==> src/soc_bus_pkg.sv <==
package soc_bus_pkg;

    // Request from the CPU-side master.
    typedef struct packed {
        logic [31:0] address;
        logic [3:0]  byteenable;
        logic        read;
        logic        write;
        logic [31:0] wrdata;
    } master_req_t;

    // Response to the master.
    typedef struct packed {
        logic [31:0] rddata;
        logic        stall;
    } master_rsp_t;

    // Request as seen by one slave.
    typedef struct packed {
        logic [23:0] address;
        logic [3:0]  byteenable;
        logic [31:0] wrdata;
        logic        rd;
        logic        wr;
    } dev_req_t;

    // Response from one slave.
    typedef struct packed {
        logic [31:0] rddata;
        logic        stall;
    } dev_rsp_t;

    // Address windows.
    localparam logic [7:0]  RAM_SEGMENT = 8'h00;
    localparam logic [23:0] GPIO_PAGE   = 24'h1fd004;
    localparam logic [23:0] TICKER_PAGE = 24'h1fd005;

    // Register offsets within a page.
    localparam logic [7:0] GPIO_OUT_OFS   = 8'h00;
    localparam logic [7:0] GPIO_IN_OFS    = 8'h04;
    localparam logic [7:0] TICK_COUNT_OFS = 8'h00;
    localparam logic [7:0] TICK_CMP_OFS   = 8'h04;
    localparam logic [7:0] TICK_FLAG_OFS  = 8'h08;

    // Replace the enabled bytes of a word.
    function automatic logic [31:0] be_merge(
        input logic [31:0] old_word,
        input logic [31:0] new_word,
        input logic [3:0]  be
    );
        logic [31:0] merged;
        merged = old_word;
        for (int i = 0; i < 4; i++) begin
            if (be[i]) begin
                merged[8*i +: 8] = new_word[8*i +: 8];
            end
        end
        return merged;
    endfunction

endpackage

==> src/dbus.sv <==
module dbus (
    input  soc_bus_pkg::master_req_t master_req_i,
    output soc_bus_pkg::master_rsp_t master_rsp_o,
    output soc_bus_pkg::dev_req_t    ram_req_o,
    output soc_bus_pkg::dev_req_t    gpio_req_o,
    output soc_bus_pkg::dev_req_t    ticker_req_o,
    input  soc_bus_pkg::dev_rsp_t    ram_rsp_i,
    input  soc_bus_pkg::dev_rsp_t    gpio_rsp_i,
    input  soc_bus_pkg::dev_rsp_t    ticker_rsp_i
);

    soc_bus_pkg::dev_req_t shared_req;
    logic                  ram_sel;
    logic                  gpio_sel;
    logic                  ticker_sel;
    logic [2:0]            strobes;

    // Window decode.
    assign ram_sel    = (master_req_i.address[31:24] == soc_bus_pkg::RAM_SEGMENT);
    assign gpio_sel   = (master_req_i.address[31:8] == soc_bus_pkg::GPIO_PAGE);
    assign ticker_sel = (master_req_i.address[31:8] == soc_bus_pkg::TICKER_PAGE);

    // Fields common to every slave; strobes stay low here.
    always_comb begin
        shared_req.address    = master_req_i.address[23:0];
        shared_req.byteenable = master_req_i.byteenable;
        shared_req.wrdata     = master_req_i.wrdata;
        shared_req.rd         = 1'b0;
        shared_req.wr         = 1'b0;
    end

    always_comb begin
        ram_req_o           = shared_req;
        gpio_req_o          = shared_req;
        ticker_req_o        = shared_req;
        // Each strobe from its own window match.
        ram_req_o.rd        = ram_sel & master_req_i.read;
        ram_req_o.wr        = ram_sel & master_req_i.write;
        gpio_req_o.rd       = gpio_sel & master_req_i.read;
        gpio_req_o.wr       = gpio_sel & master_req_i.write;
        ticker_req_o.rd     = ticker_sel & master_req_i.read;
        ticker_req_o.wr     = ticker_sel & master_req_i.write;
        master_rsp_o.rddata = 32'h0;
        master_rsp_o.stall  = 1'b0;
        if (ram_sel) begin
            master_rsp_o.rddata = ram_rsp_i.rddata;
            master_rsp_o.stall  = ram_rsp_i.stall;
        end else if (gpio_sel) begin
            master_rsp_o.rddata = gpio_rsp_i.rddata;
            master_rsp_o.stall  = gpio_rsp_i.stall;
        end else if (ticker_sel) begin
            master_rsp_o.rddata = ticker_rsp_i.rddata;
            master_rsp_o.stall  = ticker_rsp_i.stall;
        end
        // Unmapped: reads zero, no stall, writes dropped.
    end

    assign strobes = {ram_req_o.rd | ram_req_o.wr,
                      gpio_req_o.rd | gpio_req_o.wr,
                      ticker_req_o.rd | ticker_req_o.wr};

    // At most one slave strobe high.
    always_comb begin
        a_one_slave : assert final ($onehot0(strobes))
            else $error("dbus: more than one slave strobe active");
    end

endmodule

==> config.mk <==
export PLATFORM = sky130hd
export DESIGN_NAME = dbus
export DESIGN_NICKNAME = d
export VERILOG_FILES = /design/src/soc_bus_pkg.sv /design/src/dbus.sv
export SDC_FILE = /design/constraint.sdc
export NUM_CORES = 1
export LEC_CHECK = 0
export BUFFER_PORTS_ARGS = -buffer_cell sky130_fd_sc_hd__buf_2
export CORE_AREA = 2 2 152 154
export DETAILED_ROUTE_END_ITERATION = 10
export DIE_AREA = 0 0 154 156
export GPL_TIMING_DRIVEN = 0
export PLACE_DENSITY = 0.5
export RECOVER_POWER = 50
export SLEW_MARGIN = 10
export SYNTH_ARGS = -nofsm -noshare
export SYNTH_HDL_FRONTEND = slang
export SYNTH_SLANG_ARGS = --single-unit
==> constraint.sdc <==
create_clock -name vclk -period 1.7
set_input_delay 0.255 -clock vclk [all_inputs]
set_output_delay 0.255 -clock vclk [all_outputs]
set_load 0.01 [all_outputs]
* Word level (Yosys, flattened, before mapping)
Cells that the tools add are included.
** Storage, ports and cells
- Register bits after elaboration :: 0
- Bits of input ports :: 169
- Output and inout bits :: 219
- Logic and storage cells :: 12
** Cells by class
- Eq/ne operators :: 2
- Multiplexer cells :: 3
- Bitwise gates (word level) :: 6
- Reductions and logical operators :: 1
** Operators with widths (number)
- $mux 33 :: 3
- $eq 24x21->1 const B :: 2
- $logic_not 8->1 :: 1
- $and 1x1->1 :: 6

* Logic depth before layout (Yosys ltp)
- Word-level depth :: 4
- Mapped depth :: 6
- Mapped depth without buffers :: 4

* Least setup slack after synthesis
No wires, ideal clock.
- Kind :: in2out
- Start :: input port master_req_i[69] (netlist name)
- End :: output port master_rsp_o[10] (netlist name)
- Data arrival time :: 1.624 ns
- Path slack :: -0.179 ns
- Stages on the path :: 5
- Buffers on the path :: 1
- Cells stage by stage :: or3_4 > nor4_4 > nand4_4 > buf_6 > o31ai_2
** RTL lines
- start, declared :: line dbus.sv:2 : input soc_bus_pkg::master_req_t master_req_i,
- end, declared :: line dbus.sv:3 : output soc_bus_pkg::master_rsp_t master_rsp_o,

==> impl_results.md <==
* VDD IR max at 0.0779 mV
* RSZ-0062 raised after global routing: true
* Hold Path Class: in2out
* Rows at 55
* Slew @ Worst Pin at 0.512 ns
* Max-slew violations at 0
* Vias in the first global route at 2936
* Hpwl dp at 10.3 mm
* Status: finished with violations
* Fin cells at 954
* Starting Density at 10.9%
* Antenna-violating nets left at 0
* Port bufs at 343
* # IOs at 388
* Synth cell types at 20
* Dpl cells at 942
* Synth Area per Inst at 7.80 um^2
* Ant. Diodes at 0
* Filler cells at 2558
* Clock buffers at 0
* Hold Vio Cnt, Final at 0
* Overall Global Routing Usage at 8.66%
* Setup WS post-layout at -0.416 ns
* Post-CTS Hold Fix Bufs at 0
* Layout cells sized above 1 at 75.3%
* Initial antenna violation count at 0
* Critical Path Start Type: primary input
* WL/cell at 12.6 um
* Synthesized area at 0.00245 mm^2
* Crit path arrival time at 1.86 ns
* Failing checks: setup timing
* Final setup viols at 37
* Seq_cells at 0
* Nets at 840
* P&R area growth vs syn at 106%
* Hold_ws at 0.693 ns
* Die X at 154 um
* Pre-CTS setup slack at -0.890 ns
* Vias per std cell at 3.31
* Fin Setup TNS at -13.24 ns
* DR pass1 iterations at 3
* Drt drc at 0
* Final WL at 12.0 mm
* First-pass GRT wire length at 16.2 mm
* Cells after Synth at 314
* Max incr delay on CP at 0.39 ns
* Vias after detailed routing at 3158
* Largest net degree at the start of global routing at 11
* PD cells at 183 mW/mm^2
* Synth warnings at 0
* Mapped Nets at 483
* Slowest library cell on the worst path: or3_4
* CP Max Fanout at 5
* Die span in y at 156 um
* Crit-path cells: buf_6, or3_4, nor4_4, nand4_4, buf_12, buf_16, o31ai_4, buf_2
* Leakage at 2.71 nW
* WP data required at 1.44 ns
* Fmax at 473 MHz
* Initial DRC count at 60
* Placer Congestion at 0.696
* Relative slew slack at 65.4%
* Total gr overflow at 0
* Endpoint class of the critical path: output pin
* CORE AREA at 0.0224 mm^2
* Storage element area at 0 um^2
* Final Cycle Share at 124%
* Tmin final at 2.12 ns
* Max-cap violations at 0
* Die Footprint at 0.0240 mm^2
* Crit Path Class: in2out
* Multi-input gate area at 0.00133 mm^2
* Sequential share of the synthesized area at 0%
==> path summary, 6_finish.rpt <==
kind / startpoint / end / slack, ns / cells past startpoint
setup / recovery: master_req_i[67] / master_rsp_o[25] / -0.42 / 8
hold / removal: master_req_i[41] / ticker_req_o[41] / 0.69 / 2
==> cells by family (layout without fill, tap and decap cells) <==
group	count (synthesis)	after routing	synth area share [%]
multiplexers	33	33	13.5
buffers and inverters	197	552	59.3
AO/OA/AOI/OAI	33	33	16.1
AND/OR/NAND/NOR	51	51	11.0
==> per-stage QoR <==
stage,util [%],cell area [um^2],power [mW]
CTS,22.6,5060,0.951
detailed placement,21.0,4690,0.933
finish,22.5,5040,0.922
global placement,21.0,4690,0.929
floorplan,-,2610,0.545
global route,22.5,5040,0.991
==> cell usage after synthesis <==
cell type	number	area, um^2
mux2i_1	33	330
or3_4	1	11.3
or4_1	1	7.51
nand2_1	34	128
o31ai_1	7	52.6
nor4b_1	1	8.76
o31ai_2	24	300
o31ai_4	2	42.5
nand4_4	1	21.3
nor4_1	3	18.8
nor3_1	5	25.0
buf_2	6	30.0
inv_1	3	11.3
nand2b_1	2	12.5
buf_6	3	33.8
nor3_2	1	10.0
nand4_1	1	6.26
nor4_4	1	21.3
clkbuf_1	3	11.3
buf_4	182	1370
==> layout make-up <==
cell class                      instances  share of cell area (%)
Tap cell                              285                    7.07
Inverter                                3                   0.223
Buffer                                194                    30.4
Timing Repair Buffer                  355                    35.9
Multi-Input combinational cell        117                    26.4
==> what timing repair did <==
item,in CTS,in global routing
buffers inserted,10,0
pin swaps,36,4
gates cloned,3,0
endpoints found under the setup margin,37,39
endpoints found under the hold margin,0,0
resized for setup,51,12
==> critical path, delay by kind of cell <==
family,cells,cell delay [ns]
buf+inv,4,0.59
simple gates,3,0.80
compound gates,1,0.20
==> layer usage <==
| metal | GRT usage, % | up-vias | part of all wire [%] |
|---|---|---|---|
| met3 | 1.06 | 0 | 8.3 |
| met5 | 0 | - | 0 |
| li1 | - | 1592 | - |
| met1 | 9.35 | 1351 | 36 |
| met4 | 0 | 0 | 0 |
| met2 | 18.7 | 215 | 56 |
==> power by group <==
part | switching, mW | internal, mW | leakage, nW | total, mW
clock | 0 | 0 | 0 | 0
combinational | 0.396 | 0.526 | 2.71 | 0.922
sequential | 0 | 0 | 0 | 0
total | 0.396 | 0.526 | 2.71 | 0.922
==> layout by cell type (no fill, tap or decap) <==
cell        n
nand2b_1    2
buf_2     251
buf_6       5
nand4_1     1
nor3_1      1
nor3_4      3
mux2i_1    33
or4_4       1
buf_8       3
nor4b_1     1
o31ai_4    28
nor4_4      2
nor4_2      2
or3_4       1
buf_16      3
buf_4     185
nor3_2      2
inv_1       3
nand2_1    32
clkbuf_1   91
clkbuf_2    3
nand2_2     2
o31ai_2     4
nand4_4     1
o31ai_1     1
buf_12      8
(Power assumes the default switching activity.)
