<file path="src/soc_bus_pkg.sv">
package soc_bus_pkg;

    // Request from the CPU-side master.
    typedef struct packed {
        logic [31:0] address;
        logic [3:0]  byteenable;
        logic        read;
        logic        write;
        logic [31:0] wrdata;
    } master_req_t;

    // Response to the master.
    typedef struct packed {
        logic [31:0] rddata;
        logic        stall;
    } master_rsp_t;

    // Request as seen by one slave.
    typedef struct packed {
        logic [23:0] address;
        logic [3:0]  byteenable;
        logic [31:0] wrdata;
        logic        rd;
        logic        wr;
    } dev_req_t;

    // Response from one slave.
    typedef struct packed {
        logic [31:0] rddata;
        logic        stall;
    } dev_rsp_t;

    // Address windows.
    localparam logic [7:0]  RAM_SEGMENT = 8'h00;
    localparam logic [23:0] GPIO_PAGE   = 24'h1fd004;
    localparam logic [23:0] TICKER_PAGE = 24'h1fd005;

    // Register offsets within a page.
    localparam logic [7:0] GPIO_OUT_OFS   = 8'h00;
    localparam logic [7:0] GPIO_IN_OFS    = 8'h04;
    localparam logic [7:0] TICK_COUNT_OFS = 8'h00;
    localparam logic [7:0] TICK_CMP_OFS   = 8'h04;
    localparam logic [7:0] TICK_FLAG_OFS  = 8'h08;

    // Replace the enabled bytes of a word.
    function automatic logic [31:0] be_merge(
        input logic [31:0] old_word,
        input logic [31:0] new_word,
        input logic [3:0]  be
    );
        logic [31:0] merged;
        merged = old_word;
        for (int i = 0; i < 4; i++) begin
            if (be[i]) begin
                merged[8*i +: 8] = new_word[8*i +: 8];
            end
        end
        return merged;
    endfunction

endpackage

</file>
<file path="src/ticker.sv">
module ticker (
    input  logic                  clk_i,
    input  logic                  reset_i,
    input  soc_bus_pkg::dev_req_t req_i,
    output soc_bus_pkg::dev_rsp_t rsp_o,
    output logic                  irq_o
);

    logic [31:0] count_q;
    logic [31:0] cmp_q;
    logic        flag_q;
    logic        match;
    logic [7:0]  offset;
    logic [31:0] rd_word;

    assign offset = req_i.address[7:0];
    assign match  = (count_q == cmp_q);

    // Free-running count.
    always_ff @(posedge clk_i) begin
        if (reset_i) begin
            count_q <= 32'h0;
        end else begin
            count_q <= count_q + 32'd1;
        end
    end

    always_ff @(posedge clk_i) begin
        if (reset_i) begin
            cmp_q <= 32'hffff_ffff;
        end else if (req_i.wr && (offset == soc_bus_pkg::TICK_CMP_OFS)) begin
            cmp_q <= soc_bus_pkg::be_merge(cmp_q, req_i.wrdata, req_i.byteenable);
        end
    end

    // Sticky flag; a fresh match beats a clear.
    always_ff @(posedge clk_i) begin
        if (reset_i) begin
            flag_q <= 1'b0;
        end else if (match) begin
            flag_q <= 1'b1;
        end else if (req_i.wr && (offset == soc_bus_pkg::TICK_FLAG_OFS)) begin
            flag_q <= 1'b0;
        end
    end

    always_comb begin
        rd_word = 32'h0;
        if (req_i.rd) begin
            case (offset)
                soc_bus_pkg::TICK_COUNT_OFS: rd_word = count_q;
                soc_bus_pkg::TICK_CMP_OFS:   rd_word = cmp_q;
                soc_bus_pkg::TICK_FLAG_OFS:  rd_word = {31'h0, flag_q};
                default:                     rd_word = 32'h0;
            endcase
        end
    end

    assign rsp_o.rddata = rd_word;
    assign rsp_o.stall  = 1'b0;
    assign irq_o        = flag_q;

    a_irq_after_match : assert property (
        @(posedge clk_i) disable iff (reset_i)
        $rose(irq_o) |-> $past(match)
    ) else $error("ticker: irq rose without a preceding match");

endmodule

</file>
<file path="config.mk">
export PLATFORM = sky130hd
export DESIGN_NAME = ticker
export DESIGN_NICKNAME = d
export VERILOG_FILES = /design/src/soc_bus_pkg.sv /design/src/ticker.sv
export SDC_FILE = /design/constraint.sdc
export NUM_CORES = 1
export LEC_CHECK = 0
export BUFFER_PORTS_ARGS = -buffer_cell sky130_fd_sc_hd__buf_2
export CAP_MARGIN = 0
export CORE_UTILIZATION = 50
export DETAILED_ROUTE_END_ITERATION = 6
export PLACE_DENSITY = 0.86
export SLEW_MARGIN = 20
export SYNTH_ARGS = -nofsm -noshare
export SYNTH_HDL_FRONTEND = slang
export SYNTH_SLANG_ARGS = --single-unit
export TNS_END_PERCENT = 20
</file>
<file path="constraint.sdc">
create_clock -name clk_i -period 2.8 [get_ports clk_i]
set_input_delay 0.56 -clock clk_i [delete_from_list [all_inputs] [get_ports clk_i]]
set_output_delay 0.56 -clock clk_i [all_outputs]
set_load 0.02 [all_outputs]
</file>
Word-level counts from Yosys, hierarchy flattened
Cells that the tools add are included.
{"block": "word_totals", "inputBits": 64, "out_inout_bits": 34, "register_bits": 65}
{"block": "classes", "n_reduce_logical": 8, "addsub": 1, "mux": 4, "eq_ne": 3}
{"operator": "$pmux 32 s3", "count": 1}
{"operator": "$add 32x1->32 const B", "count": 1}
{"operator": "$eq 32x32->1", "count": 1}
{"operator": "$mux 32", "count": 1}
{"operator": "$eq 8x3->1 const B", "count": 1}
{"operator": "$eq 8x4->1 const B", "count": 1}
{"operator": "$logic_not 8->1", "count": 1}
{"operator": "$reduce_and 2->1", "count": 4}
{"operator": "$logic_and 1x1->1", "count": 2}
{"operator": "$mux 1", "count": 2}
{"operator": "$reduce_bool 2->1", "count": 1}

Longest topological paths before layout
Gate-level depths: netlist (run 1).
{"block": "logic_depth", "depth_word": 4, "depth_mapped": 8, "mapped_depth_nobuf": 6}

Least setup slack after synthesis (run 1)
OpenSTA, ideal clock, no wires.
{"block": "synth_path", "path_kind": "input -> output", "from": "input req_i[43] (netlist bit)", "to": "output rsp_o[10] (netlist bit)", "arrival_time_ns": 1.952, "path_buffers": 1, "t_required_ns": 2.240, "cell_stages": 6, "path_slack_ns": 0.288, "path_cell_list": "nor4_2 nand2_1 nor3_1 clkbuf_1 a22oi_1 nor2_1"}
{"item": "start, declared", "line_no": "ticker.sv:4", "text": "input soc_bus_pkg::dev_req_t req_i,"}
{"item": "end, declared", "line_no": "ticker.sv:5", "text": "output soc_bus_pkg::dev_rsp_t rsp_o,"}

==> impl_metrics.toml, run 1 <==
[power_and_ir_drop]
power.leakage_nw = 1.72
p_clk_frac = 0.431
pwr-share-comb = 0.051
switchingPower_mw = 0.402
p_seq_frac = 0.518
swShare = 0.222
ir_drop_v = 0.000266
power.density_nw_per_um2 = 450
p_int_mw = 1.41

[route]
drt-initial-drc-count = 340
routed_wl_um = 8820
postRouteAntennaNets = 0
drtPass1Iterations = 7
drc_errors = 10
wl_per_cell_um = 15.1
num_vias = 3324
avgViaCountPerCell = 5.67

[logic_synthesis]
synth_area_sq_um = 3370
synth_warnings = 0
postSynthNetCount = 498
synth-seq-cells = 65
synth.area.top_cells = "dfxtp_1, xnor2_1, nand2_1"
synth_top_family_by_area = "simple AND/OR/NAND/NOR gates"
yosysUniqueCellTypes = 29
synth_xor_area_frac = 0.156
synth.largest_area_cell = "dfxtp_1"
syn_area_per_cell_sq_um = 7.79
synth_fa_ha_area_frac = 0.00371
synth_top_cell_area_share = 0.386
yosys.area_share.simple = 0.277
synth.area.mux_share = 0.00297
synthCells = 433
synth_compound_area_frac = 0.135
synth-seq-area-share = 0.386

[placement]
io_buffers = 80
gp_congestion = 0.865
post-dp-hpwl_um = 6480
placed_cell_area_sq_um = 3830

[setup_path]
endpoint_kind = "output port"
required_ps = 2240
worstSetupPathType = "input port to output port"
startpoint_type = "input port"
path_max_fanout = 14
crit_arrival_ps = 2020

[finish]
area_growth_pct = 19.1
fin_nets = 569
fillCellCount = 516
layout_common_cells = "nand2_1, buf_2, nor2_1, dfxtp_1, xnor2_1"
layout-drive-gt1-share = 0.212
fin_area_sq_um = 4020
final_common_cell = "nand2_1"
num_antenna_cells = 0

[floorplan]
fp.dieH_um = 84.1
die-area_sq_um = 7080
core-area_sq_um = 6420
rows = 29
io_pins = 98
die_w_um = 84.1
start_util = 0.525

[status]
violations = "DRC"
outcome = "finished, violations left"

[cts]
clock_latency_ps = 340
cts_buffer_depth = 2
path_clk_slew_ps = 70
htreeDepth = 3
hold_buffers = 0
cts_tree = "built"
cts-resized-gates = 0
cts_setup_buffers = 0
cts.root.buffer_cell = "clkbuf_8"
cts_sinks = 65
numCtsBuffers = 9

[timing]
period_minus_slack_ps = 2580
drv_slew = 0
finalClockSkew_ps = 4.67
fmax_mhz = 387
max_slew_margin = 0.579
fin_crit_sh = 0.923
final.setup.tns_ps = 0
hold_viol_final = 0
tightest_slew_ps = 627
finalSetupViolCount = 0
rsz0062_at_grt = "no"

[global_routing]
antenna_found_initial = 0
grt_pass1_wl_um = 14800
grt_max_degree = 25
grt_pass1_vias = 3187
grtUsageTotal = 0.262
grt_overflow = 0

[run]
max_cap_viol_count = 0

[worst_hold_path]
min_path_type = "input port to flop"
-- flip-flops by register name (all words and copies together) (netlist names) --
name and cells:
cmp_q 32, irq_o 1, count_q 32
-- power by group through the flow --
stage                     registers (mW)  logic (mW)  clock network, mW
final                              0.935      0.0923              0.779
after global routing               0.935       0.103              0.831
after CTS                          0.935      0.0919              0.781
after detailed placement           0.956      0.0912                  0
after global placement             0.956      0.0880                  0
after floorplan                    0.953      0.0476                  0
-- kinds of logic after synthesis --
family	after synthesis
AO/OA/AOI/OAI	70
XOR/XNOR	60
adder cells (fa/ha/maj)	1
buffers and inverters	32
flip-flops	65
multiplexers	1
other	1
AND/OR/NAND/NOR	203
-- worst max-delay path, stage by stage --
cell     delay [ps]
buf_2           100
nor4_2          390
nand2_1         130
nor3_2          160
buf_4           240
a22oi_1          90
nor2_1          160
buf_2           190
-- path summary, 6_finish.rpt --
check             slack (ps)     endpoint        from  cells past startpoint
setup / recovery         220    rsp_o[25]   req_i[43]                      8
hold / removal           430    cmp_q[21]   req_i[23]                      3
setup reg to reg         550  count_q[30]  count_q[0]                      6
hold reg to reg          470    cmp_q[23]   cmp_q[23]                      2
-- layer usage --
layer | track usage | part of all wire | vias up
met5 | 0 | 0 | -
met4 | 0.136 | 0.023 | 0
met3 | 0.0356 | 0.057 | 20
met2 | 0.409 | 0.48 | 119
met1 | 0.355 | 0.44 | 1562
li1 | - | - | 1623
-- metrics by stage --
stage / util / instances / setup slack (ps) / power (mW) / hold slack, ps
after floorplan: - / 433 / 288 / 1.00 / 443
final: 0.625 / 586 / 216 / 1.81 / 426
after global placement: 0.596 / 570 / 271 / 1.04 / 452
after CTS: 0.625 / 586 / 213 / 1.81 / 425
after detailed placement: 0.596 / 570 / 229 / 1.05 / 460
after global routing: 0.625 / 586 / 45.7 / 1.87 / 435
-- cell usage after synthesis --
library cell	count
nand2_1	81
nor2_1	66
dfxtp_1	65
xnor2_1	38
a22oi_1	31
a31oi_1	22
xor2_1	22
nand4_1	20
clkbuf_1	19
a21oi_1	14
nand3_1	11
buf_1	5
buf_2	5
and3_1	4
and4_1	4
nor3_1	4
nor2b_1	3
o21ai_0	3
and2_1	2
inv_1	2
nor4_1	2
nor4_4	2
or3_1	2
buf_4	1
conb_1	1
ha_1	1
mux2i_1	1
nand3_2	1
nor4_2	1
-- final cells by class --
type	count	area, sq um	area share
Clock buffer	13	149	0.0371
Inverter	2	7.51	0.00187
Multi-Input combinational cell	336	1950	0.485
Clock inverter	3	40.0	0.00997
Tap cell	77	96.3	0.0240
Timing Repair Buffer	90	475	0.118
Sequential cell	65	1300	0.324
Note: power is estimated with default switching activity, not from simulation.
==> inputs of run 2 (changes only) <==
Settings changed: CORE_UTILIZATION 50 to 35, PLACE_DENSITY 0.86 to 0.67.
==> impl_metrics.toml, run 2 (synthesized netlist as in run 1, its figures left out) <==
[status]
outcome = "finished, final reports clean"

[power_and_ir_drop]
p_total_mw = 1.85
power.density_nw_per_um2 = 451
ir_drop_v = 0.000192
power.leakage_nw = 1.72

[global_routing]
grtUsageTotal = 0.192
grt_pass1_wl_um = 15000
grt_max_degree = 31
antenna_found_initial = 0
grt_overflow = 0
grt_pass1_vias = 3134

[timing]
fin_ws_ps = 187
fmax_mhz = 383
rsz0062_at_grt = "no"
period_minus_slack_ps = 2610
finalSetupViolCount = 0
finalClockSkew_ps = 11.8
hold_viol_final = 0
fin_crit_sh = 0.933
drv_slew = 0
final.setup.tns_ps = 0
hold_slack_ps = 406
tightest_slew_ps = 709
max_slew_margin = 0.524

[worst_hold_path]
hold_path_end = "cmp_q[20]"
worstHoldStart = "req_i[22]"
hold_depth = 3
min_path_type = "input port to flop"

[setup_path]
path_max_fanout = 17
worstPathCellList = "buf_2 -> nor4_2 -> nand2_1 -> nor3_2 -> buf_4 -> a22oi_1 -> nor2_1 -> buf_2"
critPathTopFamily = "simple AND/OR/NAND/NOR gates"
crit_buf_inv = 3
r2r-start = "count_q[0]"
r2r_slack_ps = 610
reg2reg_to = "count_q[24]"
crit_top_cell = "buf_2"
crit_path_top_delay_cell = "nor4_2"
cpPeakStageDelay_ps = 410
endpoint_kind = "output port"
reg2regPathDepth = 6
startpoint_type = "input port"
worstSetupPathType = "input port to output port"
crit_arrival_ps = 2050
required_ps = 2240

[cts]
cts_setup_buffers = 0
numCtsBuffers = 9
cts_buffer_depth = 2
path_clk_slew_ps = 80
clock_latency_ps = 350
cts-resized-gates = 0
htreeDepth = 3
cts.root.buffer_cell = "clkbuf_8"
hold_buffers = 0
cts_sinks = 65
cts_tree = "built"

[finish]
fillCellCount = 953
fin_nets = 568
layout-drive-gt1-share = 0.217
layout_common_cells = "nand2_1, buf_2, nor2_1, dfxtp_1, xnor2_1"
final_common_cell = "nand2_1"
fin_area_sq_um = 4100
num_antenna_cells = 0
final-seq-area_sq_um = 1300
multiInputGateArea_sq_um = 1950
area_growth_pct = 21.6

[route]
drt-initial-drc-count = 166
num_vias = 3236
wl_per_cell_um = 14.3
drtPass1Iterations = 4
avgViaCountPerCell = 5.08
drc_errors = 0
postRouteAntennaNets = 0
routed_wl_um = 9110

[placement]
gp_congestion = 0.823
post-dp-hpwl_um = 6750
post-place-ws_ps = 216
placed_cell_area_sq_um = 3900
io_buffers = 80

[floorplan]
rows = 35
fp.dieH_um = 100
die_w_um = 100
core-area_sq_um = 9280
start_util = 0.363
io_pins = 98
die-area_sq_um = 10000

[run]
max_cap_viol_count = 0
## run 2: worst max-delay path by stage
stage | from | end | slack (ps) | cells past startpoint
5_1_grt | req_i[43] | rsp_o[16] | 40 | 8
3_3_place_gp | req_i[43] | rsp_o[29] | 250 | 8
6_report | req_i[43] | rsp_o[16] | 190 | 8
2_1_floorplan | req_i[43] | rsp_o[10] | 290 | 6
3_5_place_dp | req_i[43] | rsp_o[16] | 220 | 8
4_1_cts | req_i[43] | rsp_o[29] | 200 | 8
## run 2: worst register-to-register path: cells and delay by family (launching register included)
kind                       cells  cell delay (ps)
and+or+nand+nor                4             1240
DFF                            1              430
adders and majority gates      1              220
xor gates and xnor gates       1              190
## run 2: stage by stage
step / util / cells
finish: 0.442 / 637
detailed placement: 0.420 / 621
global route: 0.442 / 637
floorplan: - / 433
global placement: 0.420 / 621
CTS: 0.442 / 637
## run 2: report_power, final
group          switching (mW)  internal (mW)
clock network           0.389          0.436
registers             0.00633          0.928
logic                  0.0494         0.0425
## run 2: layout make-up
| cell class | count | share of cell area |
|---|---|---|
| clock buffers | 10 | 0.0336 |
| multi-input cells | 336 | 0.474 |
| flip-flops and latches | 65 | 0.317 |
| inverters | 2 | 0.00183 |
| clock inverters | 6 | 0.0165 |
| well taps | 129 | 0.0394 |
| repair buffers | 89 | 0.117 |
## run 2: per-layer routing
| metal | up-vias | global-route usage | wire, um | part of all wire |
|---|---|---|---|---|
| met2 | 92 | 0.311 | 4180 | 0.46 |
| met1 | 1499 | 0.253 | 4300 | 0.47 |
| met5 | - | 0 | 0 | 0 |
| met4 | 0 | 0.0769 | 201 | 0.022 |
| met3 | 18 | 0.0362 | 427 | 0.047 |
| li1 | 1627 | - | - | - |
