[src/soc_bus_pkg.sv]
package soc_bus_pkg;

    // Request from the CPU-side master.
    typedef struct packed {
        logic [31:0] address;
        logic [3:0]  byteenable;
        logic        read;
        logic        write;
        logic [31:0] wrdata;
    } master_req_t;

    // Response to the master.
    typedef struct packed {
        logic [31:0] rddata;
        logic        stall;
    } master_rsp_t;

    // Request as seen by one slave.
    typedef struct packed {
        logic [23:0] address;
        logic [3:0]  byteenable;
        logic [31:0] wrdata;
        logic        rd;
        logic        wr;
    } dev_req_t;

    // Response from one slave.
    typedef struct packed {
        logic [31:0] rddata;
        logic        stall;
    } dev_rsp_t;

    // Address windows.
    localparam logic [7:0]  RAM_SEGMENT = 8'h00;
    localparam logic [23:0] GPIO_PAGE   = 24'h1fd004;
    localparam logic [23:0] TICKER_PAGE = 24'h1fd005;

    // Register offsets within a page.
    localparam logic [7:0] GPIO_OUT_OFS   = 8'h00;
    localparam logic [7:0] GPIO_IN_OFS    = 8'h04;
    localparam logic [7:0] TICK_COUNT_OFS = 8'h00;
    localparam logic [7:0] TICK_CMP_OFS   = 8'h04;
    localparam logic [7:0] TICK_FLAG_OFS  = 8'h08;

    // Replace the enabled bytes of a word.
    function automatic logic [31:0] be_merge(
        input logic [31:0] old_word,
        input logic [31:0] new_word,
        input logic [3:0]  be
    );
        logic [31:0] merged;
        merged = old_word;
        for (int i = 0; i < 4; i++) begin
            if (be[i]) begin
                merged[8*i +: 8] = new_word[8*i +: 8];
            end
        end
        return merged;
    endfunction

endpackage

[src/gpio_regs.sv]
module gpio_regs (
    input  logic                  clk_i,
    input  logic                  reset_i,
    input  soc_bus_pkg::dev_req_t req_i,
    output soc_bus_pkg::dev_rsp_t rsp_o,
    input  logic [31:0]           gpio_in_i,
    output logic [31:0]           gpio_out_o
);

    logic [31:0] out_q;
    logic [7:0]  offset;
    logic [31:0] rd_word;

    assign offset = req_i.address[7:0];

    // Output register, byte-wise writes.
    always_ff @(posedge clk_i) begin
        if (reset_i) begin
            out_q <= 32'h0;
        end else if (req_i.wr && (offset == soc_bus_pkg::GPIO_OUT_OFS)) begin
            out_q <= soc_bus_pkg::be_merge(out_q, req_i.wrdata, req_i.byteenable);
        end
    end

    always_comb begin
        rd_word = 32'h0;
        if (req_i.rd) begin
            case (offset)
                soc_bus_pkg::GPIO_OUT_OFS: rd_word = out_q;
                soc_bus_pkg::GPIO_IN_OFS:  rd_word = gpio_in_i;
                default:                   rd_word = 32'h0;
            endcase
        end
    end

    assign rsp_o.rddata = rd_word;
    assign rsp_o.stall  = 1'b0;
    assign gpio_out_o   = out_q;

endmodule

[config.mk]
export PLATFORM = sky130hd
export DESIGN_NAME = gpio_regs
export DESIGN_NICKNAME = d
export VERILOG_FILES = /design/src/soc_bus_pkg.sv /design/src/gpio_regs.sv
export SDC_FILE = /design/constraint.sdc
export NUM_CORES = 1
export LEC_CHECK = 0
export BUFFER_PORTS_ARGS = -buffer_cell sky130_fd_sc_hd__clkbuf_2
export CAP_MARGIN = 10
export CORE_ASPECT_RATIO = 0.6
export CORE_UTILIZATION = 40
export CTS_BUF_LIST = sky130_fd_sc_hd__clkbuf_16
export CTS_CLUSTER_DIAMETER = 100
export DETAILED_ROUTE_END_ITERATION = 6
export PLACE_DENSITY_LB_ADDON = 0.08
export SYNTH_ARGS = -nofsm -noshare
export SYNTH_HDL_FRONTEND = slang
export SYNTH_SLANG_ARGS = --single-unit
[constraint.sdc]
create_clock -name clk_i -period 1.6 [get_ports clk_i]
set_input_delay 0.16 -clock clk_i [delete_from_list [all_inputs] [get_ports clk_i]]
set_output_delay 0.16 -clock clk_i [all_outputs]
set_load 0.03 [all_outputs]
Word-level counts from Yosys, hierarchy flattened
Cells that the tools add are included.
{ "word_totals": {"in_bits": 96, "register_bits": 32, "out_inout_bits": 65, "word_cells": 13} }
{ "op_classes": {"reduce_logical": 6, "n_mux": 2, "n_eq_ne": 1} }
{ "op_table": {"columns": ["cell", "n"], "rows": [
  ["$pmux 32 s2", 1],
  ["$mux 32", 1],
  ["$eq 8x3->1 const B", 1],
  ["$logic_not 8->1", 1],
  ["$reduce_and 2->1", 4],
  ["$logic_and 1x1->1", 1]
]} }

Depth between registers and ports, before layout
Gate-level depths: netlist of the first run.
{ "logic_depth": {"word_depth": 3, "depth_mapped": 5, "mapped_depth_nobuf": 3} }

Least setup slack after synthesis of the first run
No wires, ideal clock.
{ "synth_path": {"path_type": "input to output", "from": "input port req_i[42] (netlist bit)", "to": "output port rsp_o[10] (netlist bit)", "t_required_ns": 1.440, "n_path_buf": 1, "cell_stages": 4, "arrival_time_ns": 1.578, "slack_ns": -0.138, "cell_sequence": "nor4_4 > nand3_2 > buf_6 > nor2_1"} }
{ "synth_lines": {"columns": ["element", "line_no", "text"], "rows": [
  ["start, declared", "gpio_regs.sv:4", "input soc_bus_pkg::dev_req_t req_i,"],
  ["end, declared", "gpio_regs.sv:5", "output soc_bus_pkg::dev_rsp_t rsp_o,"]
]} }

==> results.yml, run 1 <==
layout:
  layout_common_cells: "clkbuf_2 (143), mux2i_1 (64), nand2b_1 (64)"
  n_antenna_cell: 0
  drive_gt1_share_pct: 54.2
  fin_cells: 423
  largest_reg_flops: 32
  final_common_cell: "clkbuf_2"
  fin_nets: 455
  fin_area_um2: 3080
  syn_to_final_growth_pct: 51.8
global_route:
  grtUsageTotal_pct: 19.3
  use_met2_pct: 32.2
  grt_max_degree: 35
  grtUsageMet3_pct: 5.07
  grt_pass1_wl_mm: 7.96
  grt_util_met1_pct: 24.2
  first_global_vias: 1718
  antenna_found_initial: 0
  top_usage_layer: "met2"
  gr-total-overflow: 0
synthesis:
  synth_fp_nets: 313
  synth_flop_cell: "dfxtp_1"
  ys_ff_latch: 32
  yosysWarnings: 0
  syn-cell-area_um2: 2030
  synth_area_per_cell_um2: 9.35
  async_reset_ff_share_pct: 0
  yosysUniqueCellTypes: 15
  synth-edff-count: 0
  ys_seq_area_share_pct: 31.6
  synth_cells: 217
power_and_ir_drop:
  p_per_area_nw_per_um2: 688
  leakage_nw: 1.70
  ir_worst_vdd_mv: 0.352
detailed_routing:
  drc_errors: 0
  initialDrtViolationCount: 19
  viasPerCell: 4.58
  routed_wl_mm: 4.88
  via_count: 1936
  first_pass_iters: 4
  routedWlPerCell_um: 11.5
  ant_nets: 0
die:
  die-area_um2: 5370
  die_w_um: 94.0
  chipHeight_um: 57.2
  rows: 19
  initial_core_util_pct: 42.9
  core_area_um2: 4730
  io_pins: 161
cts:
  cts_resized: 0
  root_buffer: "clkbuf_16"
  clock_path_buffers: 2
  hold_buffers: 0
  cts.sinks: 32
  clk_pin_slew_ps: 50
  clk-insertion-delay-late_ps: 270
  postCtsSetupBuffers: 0
  cts_tree: "built"
  numCtsBuffers: 5
  h-tree-depth: 2
sta:
  setup_tns_ps: 0
  finalHoldViolCount: 0
  setup_viol: 0
  fin_crit_sh_pct: 87.9
  fin_ws_ps: 193
  finClkSkew_ps: 0
  fin_crit_ps: 1410
  rsz0062_at_grt: "no"
  slew_violations: 0
  max_freq_mhz: 711
worst_setup_path:
  crit_family: "simple AND/OR/NAND/NOR gates"
  required_ps: 1440
  cp.arrival_ps: 1250
  path_cells: "clkbuf_2, nor4_4, nand3_2, buf_12, nor2_1, clkbuf_2"
  start_kind: "input pin"
  crit_buf_inv: 3
  crit_top_cell: "clkbuf_2"
  slowest_stage: "nor4_4"
  r2r-start: "gpio_out_o[10]"
  end_kind: "output port"
  r2r_slack_ps: 970
  worstPathMaxFanout: 24
  rr_worst_depth: 2
  path_class: "input pin to output port"
  r2r_end: "gpio_out_o[10]"
  max_stage_delay_ps: 300
status:
  status: "finished, final reports clean"
place:
  dp_slack_ps: 182
  dp_hpwl_mm: 3.93
  place.gp.congestion: 0.708
  dp_cells: 415
  portBuffers: 143
  place_area_um2: 2920
hold_path:
  hold_class: "input pin to flop"
  hold_end: "gpio_out_o[16]"
  hold_start: "req_i[18]"
  holdPathStages: 3
job:
  maxCapViolations: 0
cell usage after synthesis (2+ instances only):
| master | n | share of area [%] |
|---|---|---|
| mux2i_1 | 64 | 32 |
| clkbuf_1 | 10 | 1.8 |
| buf_6 | 3 | 1.7 |
| nor2_2 | 2 | 0.62 |
| buf_1 | 2 | 0.37 |
| nor2_1 | 30 | 5.5 |
| nand2b_1 | 64 | 20 |
| nand4_4 | 4 | 4.2 |
| dfxtp_1 | 32 | 32 |
how the worst max path moves through the flow:
stage | start | to | slack [ps] | cells after the start
CTS | req_i[42] | rsp_o[16] | 180 | 6
global placement | req_i[42] | rsp_o[16] | 190 | 6
detailed placement | req_i[42] | rsp_o[16] | 180 | 6
finish | req_i[42] | rsp_o[32] | 190 | 6
floorplan | req_i[42] | rsp_o[10] | -20 | 4
global route | req_i[42] | rsp_o[22] | 110 | 6
metrics by stage:
step / hold WS [ps] / util (%) / total power [mW]
final: 119 / 65.1 / 2.12
after global routing: 126 / 65.1 / 2.21
after CTS: 116 / 65.1 / 2.15
after detailed placement: 406 / 61.7 / 1.09
after global placement: 400 / 61.7 / 1.09
after floorplan: 312 / - / 0.959
power by group:
group | switching, mW | total [mW] | internal (mW) | leakage, nW
clock | 0.326 | 1.05 | 0.724 | 0.0850
combinational | 0.117 | 0.272 | 0.155 | 1.36
sequential | 0.000415 | 0.799 | 0.798 | 0.258
total | 0.444 | 2.12 | 1.68 | 1.70
area by class of cell:
class | count | area, um^2
tap | 63 | 78.8
multi-input combinational | 169 | 1370
timing repair buffer | 151 | 826
clock buffer | 5 | 125
sequential | 32 | 641
fill | 428 | 1650
clock inverter | 3 | 38.8
per-layer routing:
layer | share of wire (%) | up-vias
li1 | - | 1003
met1 | 46 | 845
met2 | 45 | 80
met3 | 8.2 | 8
met4 | 1.3 | 0
met5 | 0 | -
tightest hold or removal path: cells and delay by family:
kind | cells | cell delay [ps]
buf+inv | 1 | 80
simple gates | 1 | 50
mux | 1 | 50
logic make-up (layout without fill, tap and decap cells):
logic type / after synthesis / in the layout / synth area share (%)
flops: 32 / 32 / 31.6
other cells: 1 / 1 / 0.185
buf+inv: 16 / 159 / 4.25
simple gates: 104 / 104 / 32.4
mux: 64 / 64 / 31.6
No activity file was read; power rests on OpenSTA's default activity.
==> inputs of run 2 (changes only) <==
==> constraint.sdc (replaced) <==
create_clock -name clk_i -period 1.6 [get_ports clk_i]
set_input_delay 0.08 -clock clk_i [delete_from_list [all_inputs] [get_ports clk_i]]
set_output_delay 0.08 -clock clk_i [all_outputs]
set_load 0.03 [all_outputs]
==> results.yml, run 2 (synthesis gave the netlist of run 1 again) <==
status:
  status: "finished, final reports clean"
place:
  portBuffers: 143
  dp_hpwl_mm: 3.84
  dp_slack_ps: 317
  place.gp.congestion: 0.679
  place_area_um2: 2800
detailed_routing:
  routed_wl_mm: 4.89
  viasPerCell: 4.57
  first_pass_iters: 4
  routedWlPerCell_um: 11.6
  via_count: 1923
  initialDrtViolationCount: 61
  ant_nets: 0
  drc_errors: 0
worst_setup_path:
  start_kind: "input pin"
  max_stage_delay_ps: 310
  crit_top_cell: "clkbuf_2"
  cp.arrival_ps: 1170
  path_cells: "clkbuf_2, nor4_4, nand3_2, buf_4, nor2_1, clkbuf_2"
  r2r_slack_ps: 960
  required_ps: 1520
  r2r-start: "gpio_out_o[14]"
  r2r_end: "gpio_out_o[14]"
  worstPathMaxFanout: 18
  crit_buf_inv: 3
  rr_worst_depth: 2
  end_kind: "output port"
  slowest_stage: "nor4_4"
  crit_family: "simple AND/OR/NAND/NOR gates"
  path_class: "input pin to output port"
die:
  io_pins: 161
  die_w_um: 94.0
  die-area_um2: 5370
  chipHeight_um: 57.2
  core_area_um2: 4730
  rows: 19
  initial_core_util_pct: 42.9
sta:
  setup_tns_ps: 0
  max_freq_mhz: 797
  slew_violations: 0
  fin_ws_ps: 346
  finClkSkew_ps: 0
  rsz0062_at_grt: "no"
  fin_crit_ps: 1250
  finalHoldViolCount: 0
  fin_crit_sh_pct: 78.4
  setup_viol: 0
power_and_ir_drop:
  seqPwrFrac_pct: 41.8
  clkPwrFrac_pct: 45.0
  p_sw_share_pct: 21.6
  p_per_area_nw_per_um2: 652
  p_int_mw: 1.50
  power.switching_mw: 0.412
  ir_worst_vdd_mv: 0.389
  combPwrFrac_pct: 13.2
  leakage_nw: 1.66
cts:
  clk-insertion-delay-late_ps: 270
  cts_resized: 0
  root_buffer: "clkbuf_16"
  cts_tree: "built"
  hold_buffers: 0
  numCtsBuffers: 5
  clock_path_buffers: 2
  postCtsSetupBuffers: 0
  cts.sinks: 32
  clk_pin_slew_ps: 50
  h-tree-depth: 2
layout:
  n_antenna_cell: 0
  drive_gt1_share_pct: 45.8
  syn_to_final_growth_pct: 44.6
  fin_area_um2: 2940
  layout_common_cells: "clkbuf_2 (143), mux2i_1 (64), nand2b_1 (64)"
  largest_reg_flops: 32
  multi_input_area_um2: 1300
  final_common_cell: "clkbuf_2"
  fill_cells: 431
  fin_nets: 454
  register_area_um2: 641
hold_path:
  hold_class: "input pin to flop"
  hold_start: "req_i[14]"
  hold_end: "gpio_out_o[12]"
  holdPathStages: 3
global_route:
  first_global_vias: 1677
  grt_pass1_wl_mm: 7.52
  gr-total-overflow: 0
  antenna_found_initial: 0
  grtUsageTotal_pct: 18.1
  grt_max_degree: 65
job:
  maxCapViolations: 0
==> run 2: tightest hold or removal path, delay by kind of cell <==
kind,cells,cell delay (ps)
AND/OR/NAND/NOR,1,50
multiplexers,1,50
buffers and inverters,1,80
==> run 2: power by group through the flow <==
stage                     sequential, mW  combinational [mW]  clock (mW)
final                              0.799               0.253       0.860
after global routing               0.798               0.277       0.914
after CTS                          0.799               0.256       0.877
after detailed placement           0.815               0.254           0
after global placement             0.815               0.251           0
after floorplan                    0.816               0.135           0
==> run 2: area by class of cell <==
type | instances | area share, %
sequential | 32 | 21.8
multi-input combinational | 169 | 44.4
clock buffer | 5 | 4.26
clock inverter | 2 | 0.256
tap | 63 | 2.69
timing repair buffer | 150 | 26.6
==> run 2: how the worst max path moves through the flow <==
stage                   start              to  slack (ps)  cells past startpoint
finish              req_i[42]       rsp_o[10]         350                      6
CTS                 req_i[42]       rsp_o[10]         330                      6
global placement    req_i[42]   gpio_out_o[6]         350                      5
global route        req_i[42]       rsp_o[10]         280                      6
floorplan           req_i[42]       rsp_o[10]          20                      4
detailed placement  req_i[42]  gpio_out_o[20]         320                      5
==> run 2: metal layers <==
layer  up-vias  global-route usage [%]  wire length, um
met2        79                    30.2             2170
li1        995                       -                -
met1       845                    23.2             2340
met4         0                    5.27               41
met5         -                       0                0
met3         4                    4.53              339
==> run 2: metrics by stage <==
| stage | hold WS (ps) | total power, mW | util, % | std cells |
|---|---|---|---|---|
| after floorplan | 232 | 0.952 | - | 217 |
| after global placement | 323 | 1.07 | 59.2 | 414 |
| after detailed placement | 325 | 1.07 | 59.2 | 414 |
| after CTS | 40.8 | 1.93 | 62.0 | 421 |
| after global routing | 49.6 | 1.99 | 62.0 | 421 |
| final | 42.1 | 1.91 | 62.0 | 421 |
==> inputs of run 3 (changes only) <==
--- a/config.mk
+++ b/config.mk
@@ -5,10 +5,11 @@
 export SDC_FILE = /design/constraint.sdc
 export NUM_CORES = 1
 export LEC_CHECK = 0
+export ABC_AREA = 1
 export BUFFER_PORTS_ARGS = -buffer_cell sky130_fd_sc_hd__clkbuf_2
 export CAP_MARGIN = 10
 export CORE_ASPECT_RATIO = 0.6
-export CORE_UTILIZATION = 40
+export CORE_UTILIZATION = 42
 export CTS_BUF_LIST = sky130_fd_sc_hd__clkbuf_16
 export CTS_CLUSTER_DIAMETER = 100
 export DETAILED_ROUTE_END_ITERATION = 6
==> constraint.sdc (replaced) <==
create_clock -name clk_i -period 1.2 [get_ports clk_i]
set_input_delay 0.06 -clock clk_i [delete_from_list [all_inputs] [get_ports clk_i]]
set_output_delay 0.06 -clock clk_i [all_outputs]
set_load 0.03 [all_outputs]
==> results.yml, run 3 <==
place:
  dp_hpwl_mm: 5.09
  place_area_um2: 3150
  place.gp.congestion: 0.801
  portBuffers: 143
hold_path:
  hold_class: "input pin to flop"
global_route:
  first_global_vias: 2681
  gr-total-overflow: 0
  antenna_found_initial: 0
  grt_pass1_wl_mm: 12.2
  grtUsageTotal_pct: 26.2
  grtUsageMet3_pct: 5.90
  grt_max_degree: 33
  top_usage_layer: "met2"
  use_met2_pct: 43.7
  grt_util_met1_pct: 35.0
worst_setup_path:
  start_kind: "input pin"
  slowest_stage: "and3b_2"
  path_class: "input pin to output port"
  required_ps: 1140
  crit_family: "buffers and inverters"
  worstPathMaxFanout: 16
  end_kind: "output port"
  max_stage_delay_ps: 300
  crit_buf_inv: 3
  cp.arrival_ps: 1190
  path_cells: "buf_6, nor2_4, and3b_2, clkbuf_16, nand3_2, a21oi_2, clkbuf_8"
synthesis:
  ys_ff_latch: 32
  async_reset_ff_share_pct: 0
  synth.top_cells.by_area: "dfxtp_1 (28%), inv_1 (16%), nand2_1 (16%)"
  yosysUniqueCellTypes: 18
  synth_commonest_cells: "inv_1 (99), nand2_1 (96), nand3_1 (36), nor2_1 (36)"
  synth_area_per_cell_um2: 5.84
  synth_cells: 397
  syn-cell-area_um2: 2320
  yosysWarnings: 0
  synth-edff-count: 0
  synth_flop_cell: "dfxtp_1"
  synth_fp_nets: 493
  synth_top_area_share_pct: 27.6
  yosysMostFrequentCell: "inv_1"
  ys_seq_area_share_pct: 27.6
  synth_top_area_cell: "dfxtp_1"
layout:
  largest_reg_flops: 32
  fin_nets: 633
  syn_to_final_growth_pct: 59.9
  n_antenna_cell: 0
  drive_gt1_share_pct: 41.4
  multi_input_area_um2: 1290
  final_common_cell: "clkbuf_2"
  fin_area_um2: 3710
  register_area_um2: 641
  layout_common_cells: "clkbuf_2 (110), inv_1 (100), nand2_1 (88)"
  fill_cells: 434
detailed_routing:
  initialDrtViolationCount: 120
  drc_errors: 11
  ant_nets: 0
  viasPerCell: 4.81
  routed_wl_mm: 7.85
  via_count: 2906
  first_pass_iters: 7
  routedWlPerCell_um: 13.0
sta:
  hold_ws_ps: 109
  rsz0062_at_grt: "yes"
  setup_tns_ps: -496
  finalHoldViolCount: 0
  fin_crit_ps: 1250
  setup_viol: 23
  max_freq_mhz: 799
  fin_crit_sh_pct: 104
  finClkSkew_ps: 0
  slew_violations: 0
  fin_ws_ps: -52.1
power_and_ir_drop:
  ir_worst_vdd_mv: 0.445
  p_per_area_nw_per_um2: 700
  leakage_nw: 1.86
  design_power_total_mw: 2.60
status:
  violations: "DRC, setup timing"
  status: "complete, but fails checks"
job:
  maxCapViolations: 0
cts:
  h-tree-depth: 2
  clk-insertion-delay-late_ps: 270
  clock_path_buffers: 2
  cts_tree: "built"
  numCtsBuffers: 5
  cts.sinks: 32
  hold_buffers: 0
  root_buffer: "clkbuf_16"
  clk_pin_slew_ps: 50
die:
  chipHeight_um: 59.6
  initial_core_util_pct: 44.8
  die-area_um2: 5830
  io_pins: 161
  die_w_um: 97.9
  core_area_um2: 5180
  rows: 20
## run 3: metrics by stage
stage / util (%) / setup slack, ps / instances
6_report: 71.6 / -52.1 / 604
3_5_place_dp: 60.8 / -158 / 590
4_1_cts: 69.0 / -8.20 / 604
5_1_grt: 71.6 / -129 / 604
3_3_place_gp: 60.8 / -114 / 590
2_1_floorplan: - / 69.1 / 397
## run 3: power by group
part           switching [mW]  internal, mW  leakage, nW
combinational           0.207         0.158         1.53
clock                   0.422         0.744       0.0738
sequential            0.00124          1.07        0.258
total                   0.630          1.97         1.86
## run 3: kinds of logic (layout without fill, tap and decap cells)
kind of cell | after synthesis | after routing | share of synthesized area [%]
AOI/OAI and AO/OA | 32 | 32 | 8.68
DFF | 32 | 32 | 27.6
other | 1 | 1 | 0.162
buffers and inverters | 128 | 269 | 24.4
and+or+nand+nor | 204 | 204 | 39.2
## run 3: per-layer routing
| layer | share of wire (%) | vias up |
|---|---|---|
| met5 | 0 | - |
| met4 | 0.75 | 0 |
| met3 | 7.5 | 6 |
| met2 | 46 | 118 |
| met1 | 45 | 1296 |
| li1 | - | 1486 |
## run 3: final timing paths
kind                                startpoint        endpoint  slack, ps  cells after the start
worst max-delay path                 req_i[38]       rsp_o[31]        -50                      7
worst min-delay path                  req_i[3]   gpio_out_o[1]        110                      5
worst max register to register  gpio_out_o[16]  gpio_out_o[16]        460                      4
worst min register to register  gpio_out_o[25]  gpio_out_o[25]        530                      4
## run 3: timing repair
action                                  4_1_cts  5_1_grt
gates resized for setup                      59       48
pin swaps                                     9        8
endpoints found under the setup margin       32       40
cloned                                        1        2
buffers inserted                              5        0
## run 3: worst min-delay path, stage by stage
cell      delay (ps)
clkbuf_2          80
inv_1             30
nand4_1           70
nand2_1           40
nor2_1            70
## run 3: area by class of cell
class	count	area share, %
clock inverter	3	0.304
tap	66	2.23
multi-input combinational	237	34.7
clock buffer	5	3.37
inverter	99	10.0
sequential	32	17.3
timing repair buffer	162	32.1
